==> config.mk <==
export PLATFORM = sky130hd
export DESIGN_NAME = commit_checker_top
export DESIGN_NICKNAME = d
export VERILOG_FILES = /design/src/rvc_pkg.sv /design/src/shadow_regfile.sv /design/src/commit_golden.sv /design/src/retire_counter.sv /design/src/report_fsm.sv /design/src/commit_checker_top.sv
export SDC_FILE = /design/constraint.sdc
export NUM_CORES = 2
export LEC_CHECK = 0
export BUFFER_PORTS_ARGS = -buffer_cell sky130_fd_sc_hd__buf_4
export CAP_MARGIN = 20
export CORE_ASPECT_RATIO = 2
export CORE_MARGIN = 1.5
export CORE_UTILIZATION = 40
export DETAILED_ROUTE_END_ITERATION = 16
export GPL_TIMING_DRIVEN = 0
export RECOVER_POWER = 50
export SLEW_MARGIN = 40
export SYNTH_ARGS = -nofsm -noshare
export SYNTH_HDL_FRONTEND = slang
export SYNTH_SLANG_ARGS = --single-unit
==> constraint.sdc <==
create_clock -name clk -period 13.7 [get_ports clk]
set_input_delay 0 -clock clk [delete_from_list [all_inputs] [get_ports clk]]
set_output_delay 0 -clock clk [all_outputs]
set_load 0.005 [all_outputs]
==> src/rvc_pkg.sv <==
`default_nettype none

package rvc_pkg;

  // ------------------------------------------------------------------------
  // Basic vector types
  // ------------------------------------------------------------------------
  typedef logic [31:0] xlen_t;
  typedef logic [31:0] inst_t;
  typedef logic [4:0]  reg_idx_t;
  typedef logic [15:0] count_t;

  localparam int unsigned NUM_REGS   = 32;
  localparam int unsigned INST_BYTES = 4;

  // RV32I major opcodes
  localparam logic [6:0] OPC_OP_IMM = 7'b0010011;
  localparam logic [6:0] OPC_AUIPC  = 7'b0010111;
  localparam logic [6:0] OPC_JAL    = 7'b1101111;
  localparam logic [6:0] OPC_JALR   = 7'b1100111;
  localparam logic [6:0] OPC_BRANCH = 7'b1100011;
  localparam logic [6:0] OPC_LOAD   = 7'b0000011;

  // Funct3 of the checked instructions
  localparam logic [2:0] F3_ANDI = 3'b111;
  localparam logic [2:0] F3_BGE  = 3'b101;
  localparam logic [2:0] F3_LBU  = 3'b100;

  // ------------------------------------------------------------------------
  // Enums
  // ------------------------------------------------------------------------
  typedef enum logic [1:0] {
    ERR_FLOW,
    ERR_DEST,
    ERR_VALUE
  } err_kind_e;

  typedef enum logic [1:0] {
    RPT_IDLE,
    RPT_REQ,
    RPT_DRAIN
  } report_state_e;

  // ------------------------------------------------------------------------
  // Records
  // ------------------------------------------------------------------------
  // One retired instruction as seen at writeback
  typedef struct packed {
    logic     valid;
    xlen_t    pc;
    inst_t    inst;
    logic     we;
    reg_idx_t rd;
    xlen_t    value;
    xlen_t    load_word;
  } commit_t;

  typedef struct packed {
    logic      hit;
    err_kind_e kind;
    xlen_t     pc;
  } mismatch_t;

  typedef struct packed {
    err_kind_e kind;
    xlen_t     pc;
    count_t    index;
    logic      lost;
  } err_rec_t;

  typedef struct packed {
    count_t retired;
    count_t checked;
  } stats_t;

endpackage

`default_nettype wire

==> src/shadow_regfile.sv <==
`default_nettype none

module shadow_regfile (
  input  wire              clk,
  input  wire              rst_n,
  input  rvc_pkg::commit_t  commit_i,
  input  rvc_pkg::reg_idx_t rs1_idx_i,
  input  rvc_pkg::reg_idx_t rs2_idx_i,
  output rvc_pkg::xlen_t    rs1_val_o,
  output rvc_pkg::xlen_t    rs2_val_o
);

  rvc_pkg::xlen_t regs_q [rvc_pkg::NUM_REGS];
  logic           wr_en;

  // x0 is never written
  assign wr_en = commit_i.valid && commit_i.we && (commit_i.rd != '0);

  always_ff @(posedge clk or negedge rst_n) begin
    if (!rst_n) begin
      for (int i = 0; i < rvc_pkg::NUM_REGS; i++) begin
        regs_q[i] <= '0;
      end
    end else if (wr_en) begin
      regs_q[commit_i.rd] <= commit_i.value;
    end
  end

  // Reads see the state before this commit's own write
  assign rs1_val_o = (rs1_idx_i == '0) ? '0 : regs_q[rs1_idx_i];
  assign rs2_val_o = (rs2_idx_i == '0) ? '0 : regs_q[rs2_idx_i];

endmodule

`default_nettype wire

==> src/commit_golden.sv <==
`default_nettype none

module commit_golden (
  input  wire                clk,
  input  wire                rst_n,
  input  rvc_pkg::commit_t   commit_i,
  input  rvc_pkg::xlen_t     rs1_val_i,
  input  rvc_pkg::xlen_t     rs2_val_i,
  output rvc_pkg::reg_idx_t  rs1_idx_o,
  output rvc_pkg::reg_idx_t  rs2_idx_o,
  output logic               checked_o,
  output rvc_pkg::mismatch_t mismatch_o
);

  // --------------------------------------------------------------------------
  // Field extraction
  // --------------------------------------------------------------------------
  logic [6:0]        opcode;
  logic [2:0]        funct3;
  rvc_pkg::reg_idx_t rd_field;
  rvc_pkg::xlen_t    imm_i;
  rvc_pkg::xlen_t    imm_u;
  rvc_pkg::xlen_t    imm_j;
  rvc_pkg::xlen_t    imm_b;
  rvc_pkg::xlen_t    pc_step;

  assign opcode    = commit_i.inst[6:0];
  assign funct3    = commit_i.inst[14:12];
  assign rd_field  = commit_i.inst[11:7];
  assign rs1_idx_o = commit_i.inst[19:15];
  assign rs2_idx_o = commit_i.inst[24:20];

  assign imm_i = {{20{commit_i.inst[31]}}, commit_i.inst[31:20]};
  assign imm_u = {commit_i.inst[31:12], 12'b0};
  assign imm_j = {{12{commit_i.inst[31]}}, commit_i.inst[19:12], commit_i.inst[20],
                  commit_i.inst[30:21], 1'b0};
  assign imm_b = {{20{commit_i.inst[31]}}, commit_i.inst[7], commit_i.inst[30:25],
                  commit_i.inst[11:8], 1'b0};

  assign pc_step = commit_i.pc + rvc_pkg::xlen_t'(rvc_pkg::INST_BYTES);

  // Checked instruction decode
  logic is_andi;
  logic is_auipc;
  logic is_jal;
  logic is_bge;
  logic is_lbu;
  logic is_checked;

  assign is_andi    = (opcode == rvc_pkg::OPC_OP_IMM) && (funct3 == rvc_pkg::F3_ANDI);
  assign is_auipc   = (opcode == rvc_pkg::OPC_AUIPC);
  assign is_jal     = (opcode == rvc_pkg::OPC_JAL);
  assign is_bge     = (opcode == rvc_pkg::OPC_BRANCH) && (funct3 == rvc_pkg::F3_BGE);
  assign is_lbu     = (opcode == rvc_pkg::OPC_LOAD) && (funct3 == rvc_pkg::F3_LBU);
  assign is_checked = is_andi || is_auipc || is_jal || is_bge || is_lbu;

  assign checked_o = commit_i.valid && is_checked;

  // --------------------------------------------------------------------------
  // Expected writeback
  // --------------------------------------------------------------------------
  rvc_pkg::xlen_t load_addr;
  rvc_pkg::xlen_t lbu_value;
  rvc_pkg::xlen_t exp_value;
  logic           exp_we;

  assign load_addr = rs1_val_i + imm_i;

  always_comb begin
    case (load_addr[1:0])
      2'b00:   lbu_value = {24'b0, commit_i.load_word[7:0]};
      2'b01:   lbu_value = {24'b0, commit_i.load_word[15:8]};
      2'b10:   lbu_value = {24'b0, commit_i.load_word[23:16]};
      default: lbu_value = {24'b0, commit_i.load_word[31:24]};
    endcase
  end

  always_comb begin
    exp_value = '0;
    if (is_andi) begin
      exp_value = rs1_val_i & imm_i;
    end else if (is_auipc) begin
      exp_value = commit_i.pc + imm_u;
    end else if (is_jal) begin
      exp_value = pc_step;
    end else if (is_lbu) begin
      exp_value = lbu_value;
    end
  end

  // bge has no destination, the rest write rd unless it is x0
  assign exp_we = !is_bge && (rd_field != '0);

  // --------------------------------------------------------------------------
  // Next pc tracking
  // --------------------------------------------------------------------------
  rvc_pkg::xlen_t exp_pc_q;
  logic           exp_pc_known_q;
  rvc_pkg::xlen_t next_pc;
  logic           next_pc_known;
  rvc_pkg::xlen_t jal_target;
  logic           bge_taken;

  assign jal_target = commit_i.pc + imm_j;
  assign bge_taken  = $signed(rs1_val_i) >= $signed(rs2_val_i);

  always_comb begin
    next_pc       = pc_step;
    next_pc_known = 1'b1;
    if (is_jal) begin
      next_pc = {jal_target[31:2], 2'b00};
    end else if (is_bge) begin
      next_pc = bge_taken ? (commit_i.pc + imm_b) : pc_step;
    end else if ((opcode == rvc_pkg::OPC_JALR) || (opcode == rvc_pkg::OPC_BRANCH)) begin
      // Target depends on registers or compares not modelled here
      next_pc_known = 1'b0;
    end
  end

  always_ff @(posedge clk or negedge rst_n) begin
    if (!rst_n) begin
      exp_pc_known_q <= 1'b0;
    end else if (commit_i.valid) begin
      exp_pc_known_q <= next_pc_known;
    end
  end

  always_ff @(posedge clk) begin
    if (commit_i.valid) begin
      exp_pc_q <= next_pc;
    end
  end

  // --------------------------------------------------------------------------
  // Mismatch classification
  // --------------------------------------------------------------------------
  logic flow_err;
  logic dest_err;
  logic value_err;

  assign flow_err  = exp_pc_known_q && (commit_i.pc != exp_pc_q);
  assign dest_err  = is_checked &&
                     ((commit_i.we != exp_we) || (exp_we && (commit_i.rd != rd_field)));
  assign value_err = is_checked && exp_we && (commit_i.value != exp_value);

  always_comb begin
    mismatch_o.hit  = commit_i.valid && (flow_err || dest_err || value_err);
    mismatch_o.pc   = commit_i.pc;
    mismatch_o.kind = rvc_pkg::ERR_VALUE;
    if (flow_err) begin
      mismatch_o.kind = rvc_pkg::ERR_FLOW;
    end else if (dest_err) begin
      mismatch_o.kind = rvc_pkg::ERR_DEST;
    end
  end

endmodule

`default_nettype wire

==> src/retire_counter.sv <==
`default_nettype none

module retire_counter (
  input  wire             clk,
  input  wire             rst_n,
  input  wire             commit_valid_i,
  input  wire             checked_i,
  output rvc_pkg::stats_t stats_o
);

  rvc_pkg::count_t retired_q;
  rvc_pkg::count_t checked_q;

  // Both counters wrap silently
  always_ff @(posedge clk or negedge rst_n) begin
    if (!rst_n) begin
      retired_q <= '0;
      checked_q <= '0;
    end else begin
      if (commit_valid_i) begin
        retired_q <= retired_q + rvc_pkg::count_t'(1);
      end
      if (checked_i) begin
        checked_q <= checked_q + rvc_pkg::count_t'(1);
      end
    end
  end

  // Retired count before increment doubles as index of the current commit
  assign stats_o.retired = retired_q;
  assign stats_o.checked = checked_q;

endmodule

`default_nettype wire

==> src/report_fsm.sv <==
`default_nettype none

module report_fsm (
  input  wire                clk,
  input  wire                rst_n,
  input  rvc_pkg::mismatch_t mismatch_i,
  input  rvc_pkg::count_t    index_i,
  input  wire                err_ack_i,
  output logic               err_req_o,
  output rvc_pkg::err_rec_t  err_o
);

  rvc_pkg::report_state_e state_q;
  rvc_pkg::report_state_e state_d;
  rvc_pkg::err_rec_t      rec_q;
  logic                   lost_q;
  logic                   capture;

  // ------------------------------------------------------------------------
  // Four-phase handshake sequencing
  // ------------------------------------------------------------------------
  assign capture = (state_q == rvc_pkg::RPT_IDLE) && mismatch_i.hit;

  always_comb begin
    state_d = state_q;
    case (state_q)
      rvc_pkg::RPT_IDLE:  if (mismatch_i.hit) state_d = rvc_pkg::RPT_REQ;
      rvc_pkg::RPT_REQ:   if (err_ack_i) state_d = rvc_pkg::RPT_DRAIN;
      rvc_pkg::RPT_DRAIN: if (!err_ack_i) state_d = rvc_pkg::RPT_IDLE;
      default:            state_d = rvc_pkg::RPT_IDLE;
    endcase
  end

  always_ff @(posedge clk or negedge rst_n) begin
    if (!rst_n) begin
      state_q <= rvc_pkg::RPT_IDLE;
      lost_q  <= 1'b0;
    end else begin
      state_q <= state_d;
      if (capture) begin
        lost_q <= 1'b0;
      end else if (mismatch_i.hit) begin
        // Busy with an earlier report, this one is dropped
        lost_q <= 1'b1;
      end
    end
  end

  // Record only changes while no request is outstanding
  always_ff @(posedge clk) begin
    if (capture) begin
      rec_q.kind  <= mismatch_i.kind;
      rec_q.pc    <= mismatch_i.pc;
      rec_q.index <= index_i;
      rec_q.lost  <= lost_q;
    end
  end

  assign err_req_o = (state_q == rvc_pkg::RPT_REQ);
  assign err_o     = rec_q;

endmodule

`default_nettype wire

==> src/commit_checker_top.sv <==
`default_nettype none

module commit_checker_top (
  input  wire               clk,
  input  wire               rst_n,
  input  rvc_pkg::commit_t  commit_i,
  input  wire               err_ack_i,
  output logic              err_req_o,
  output rvc_pkg::err_rec_t err_o,
  output rvc_pkg::stats_t   stats_o
);

  rvc_pkg::reg_idx_t  rs1_idx;
  rvc_pkg::reg_idx_t  rs2_idx;
  rvc_pkg::xlen_t     rs1_val;
  rvc_pkg::xlen_t     rs2_val;
  logic               checked;
  rvc_pkg::mismatch_t mismatch;

  // --------------------------------------------------------------------------
  // Operand mirror and golden check
  // --------------------------------------------------------------------------
  shadow_regfile u_regfile (
    .clk       (clk),
    .rst_n     (rst_n),
    .commit_i  (commit_i),
    .rs1_idx_i (rs1_idx),
    .rs2_idx_i (rs2_idx),
    .rs1_val_o (rs1_val),
    .rs2_val_o (rs2_val)
  );

  commit_golden u_golden (
    .clk        (clk),
    .rst_n      (rst_n),
    .commit_i   (commit_i),
    .rs1_val_i  (rs1_val),
    .rs2_val_i  (rs2_val),
    .rs1_idx_o  (rs1_idx),
    .rs2_idx_o  (rs2_idx),
    .checked_o  (checked),
    .mismatch_o (mismatch)
  );

  // --------------------------------------------------------------------------
  // Statistics and host reporting
  // --------------------------------------------------------------------------
  retire_counter u_counter (
    .clk            (clk),
    .rst_n          (rst_n),
    .commit_valid_i (commit_i.valid),
    .checked_i      (checked),
    .stats_o        (stats_o)
  );

  // Pre-increment retired count labels the failing commit
  report_fsm u_report (
    .clk        (clk),
    .rst_n      (rst_n),
    .mismatch_i (mismatch),
    .index_i    (stats_o.retired),
    .err_ack_i  (err_ack_i),
    .err_req_o  (err_req_o),
    .err_o      (err_o)
  );

endmodule

`default_nettype wire

==> run_results.csv <==
group,metric,value,unit
clock_tree,post_cts_buffers,0,
placed_design,numPortBuffers,215,
final_layout,final_area,0.0760,mm²
clock_tree,cts_buffers,103,
timing,fmax,0.105,GHz
timing,whs,-0.00204,ns
power_and_ir_drop,power_density,128,mW/mm²
logic_synthesis,yosysTopAreaCell,"dfrtp_1",
worst_setup_path,reg2reg_depth,20,
timing,rsz0062_at_grt,"no",
global_route,grt_overflow,0,
worst_setup_path,cp_top_family,"buffers and inverters",
die,die_w,290,µm
timing,relSlewSlack,-3.01,
detailed_routing,dr.first_iter.drc_count,5545,
worst_setup_path,max_stage_delay,0.66,ns
timing,min_period,9.52,ns
power_and_ir_drop,swShare,0.306,
die,design.die.area,0.167,mm²
worst_setup_path,cp.depth,29,
global_route,grt_start_max_net_pins,114,
clock_tree,clockBufferDepth,3,
power_and_ir_drop,power.share.combinational,0.224,
placed_design,dp.cells,7306,
power_and_ir_drop,clkPwrFrac,0.342,
logic_synthesis,async_reset_ff_frac,0.927,
timing,fin_tns_setup,0,ns
detailed_routing,drc,0,
clock_tree,worstSkewPairLatency,0.77,ns
logic_synthesis,post_synth.cell_area_avg,13.4,µm²
logic_synthesis,synthesis.area,0.0657,mm²
timing,hold_violations,1,
global_route,antenna_found_initial,17,
worst_setup_path,reg2reg_from,"u_regfile.regs_q[769]",
worst_setup_path,worst_setup_path_start_kind,"input pin",
final_layout,layout.cells.non_filler,7596,
logic_synthesis,synth_top_area_frac,0.404,
power_and_ir_drop,p_leak,33.2,nW
logic_synthesis,yosysWarningCount,0,
die,initial_core_util,0.402,
final_layout,final_cell_mix,"dfrtp_1 (1060), mux2_2 (995), mux4_2 (491)",
power_and_ir_drop,p_total,0.00972,W
timing,finalSetupViolations,0,
die,io_pins,222,
placed_design,routabilityCongestion,1.05,
logic_synthesis,synth_area_leaders,"dfrtp_1 (40%), mux2_2 (17%), mux4_2 (17%)",
die,rows,210,
status,violations,"negative hold slack, max-capacitance violations, max-slew violations",
final_layout,drive_gt1_frac,0.397,
global_route,grt_pass1_vias,52000,
detailed_routing,wirelength,321000,µm
clock_tree,path_clk_slew,0.07,ns
placed_design,pre_cts_ws,3.70,ns
logic_synthesis,ys_seq_elements,1143,
die,coreArea,0.163,mm²
logic_synthesis,ys_types,87,
final_layout,final_common_cell,"dfrtp_1",
worst_setup_path,worstPathRequired,14.22,ns
worst_setup_path,crit_slowest_cell,"mux4_2",
timing,fin_crit_sh,0.695,
worst_setup_path,crit_fanout,10,
min_path,min_path_type,"in2reg",
detailed_routing,drt-vias-per-instance,6.77,
detailed_routing,drt-pass1-iter-count,6,
worst_setup_path,rrSetupSlack,6.59,ns
logic_synthesis,ys_seq_area_frac,0.442,
placed_design,dp_hpwl,234000,µm
final_layout,finalNetCount,5602,
clock_tree,cts_resized,0,
power_and_ir_drop,peakVddDrop,0.0886,mV
power_and_ir_drop,seqPwrFrac,0.434,
worst_setup_path,crit_buf_inv,15,
clock_tree,cts_tree,"done",
worst_setup_path,worst_r2r_endpoint,"u_report.err_o[49]",
power_and_ir_drop,intPower,0.00675,W
clock_tree,clkSinkCount,1143,
worst_setup_path,arrival,10.04,ns
detailed_routing,detail-route-antenna-nets,0,
logic_synthesis,synthesis.nets,5138,
timing,setup_slack,4.18,ns
logic_synthesis,synthCells,4907,
clock_tree,cts_root_buf,"clkbuf_16",
worst_setup_path,cp-end-kind,"register",
logic_synthesis,synth_edf_count,83,
timing,tightest_slew,6.01,ns
status,outcome,"finished with violations",
timing,maxSlewViolCount,583,
global_route,grt_usage,0.384,
final_layout,syn2layout_area_growth,15.6,%
clock_tree,htreeDepth,3,
worst_setup_path,crit_end,"u_report.err_o[49]",
detailed_routing,routedWlPerCell,42.2,µm
die,die_h,576,µm
global_route,grt_pass1_wl,432000,µm
power_and_ir_drop,switching_power,0.00297,W
timing,skew,0.0341,ns
worst_setup_path,crit_start,"commit_i[86]",
worst_setup_path,path_common_cell,"buf_4",
placed_design,place_area,0.0719,mm²
detailed_routing,vias,51400,
logic_synthesis,synthFlopType,"dfrtp_1",
worst_setup_path,critical_path_class,"in2reg",
job,max_cap_viol_count,8,
[area by class of cell]
type,count,area (µm²)
fillers,14800,87500
multi-input cells,3267,34700
flip-flops and latches,1143,29000
repair buffers,359,3470
clock buffers,139,2890
well taps,2120,2650
plain buffers,463,2220
clock inverters,52,815
inverters,34,128
diodes,19,47.5
[logic make-up after synthesis]
group                      synth area share
buffers and inverters                0.0323
and+or+nand+nor                      0.0544
AOI/OAI and AO/OA                    0.0612
DFF                                   0.442
muxes                                 0.373
xor gates and xnor gates             0.0198
adders and majority gates            0.0181
[power by group through the flow]
stage          logic (W)  clock network (W)  registers, W
6_report         0.00218            0.00333       0.00422
4_1_cts          0.00214            0.00332       0.00420
3_5_place_dp     0.00211                  0       0.00426
5_1_grt          0.00226            0.00344       0.00425
2_1_floorplan    0.00128                  0       0.00414
3_3_place_gp     0.00201                  0       0.00424
[stage by stage]
step           utilization  hold slack [ns]
3_3_place_gp         0.428            0.201
4_1_cts              0.467           0.0106
5_1_grt              0.465          0.00850
6_report             0.465         -0.00204
2_1_floorplan            -           -0.296
3_5_place_dp         0.440           -0.133
[tightest hold or removal path, delay by kind of cell]
kind / cells / cell delay, ns
compound gates: 1 / 0.07
buf+inv: 2 / 0.66
[worst min path at each step]
stage / slack [ns] / from / endpoint / cells past startpoint
final: -0.002 / err_ack_i / u_report.state_q[0] / 3
after global routing: 0.009 / commit_i[53] / u_regfile.regs_q[149] / 2
after CTS: 0.01 / commit_i[108] / u_report.err_o[23] / 2
after detailed placement: -0.13 / rst_n / u_regfile.regs_q[196] / 1
after global placement: 0.20 / err_ack_i / u_report.state_q[0] / 2
after floorplan: -0.30 / rst_n / u_counter.checked_q[0] / 0
[cell usage after synthesis (all sizes together) (29+ instances only)]
library cell	number
nand2b	29
a21o	48
a21oi	111
xnor2	73
o22ai	30
edfxtp	83
o21ai	118
ha	90
nand3	90
buf	123
mux4	491
a22oi	104
dfrtp	1060
clkbuf	340
inv	33
xor2	75
nand4	34
nor3	35
nand2	224
mux2i	221
mux2	995
nor2	142
[flip-flops by register name, summed over array words and instances, names as in the netlist]
| name | count |
|---|---|
| u_regfile.regs_q | 1024 |
| u_report.err_o | 51 |
| u_golden.exp_pc_q | 32 |
| u_counter.checked_q | 16 |
| u_counter.retired_q | 16 |
| u_report.state_q | 2 |
| u_golden.exp_pc_known_q | 1 |
| u_report.lost_q | 1 |
[metal layers]
metal | routed length, µm | global-route usage | share of wire | vias up
met4 | 42700 | 0.401 | 0.13 | 6
met1 | 99300 | 0.387 | 0.31 | 26800
met5 | 46 | 0.000588 | 0.00014 | -
met2 | 152000 | 0.621 | 0.47 | 3427
met3 | 27200 | 0.0975 | 0.085 | 1487
li1 | - | - | - | 19700
[timing repair]
action,CTS,global route
endpoints found under the setup margin,0,0
endpoints found under the hold margin,751,0
hold buffers,79,0
No activity file was read; power rests on OpenSTA's default activity.
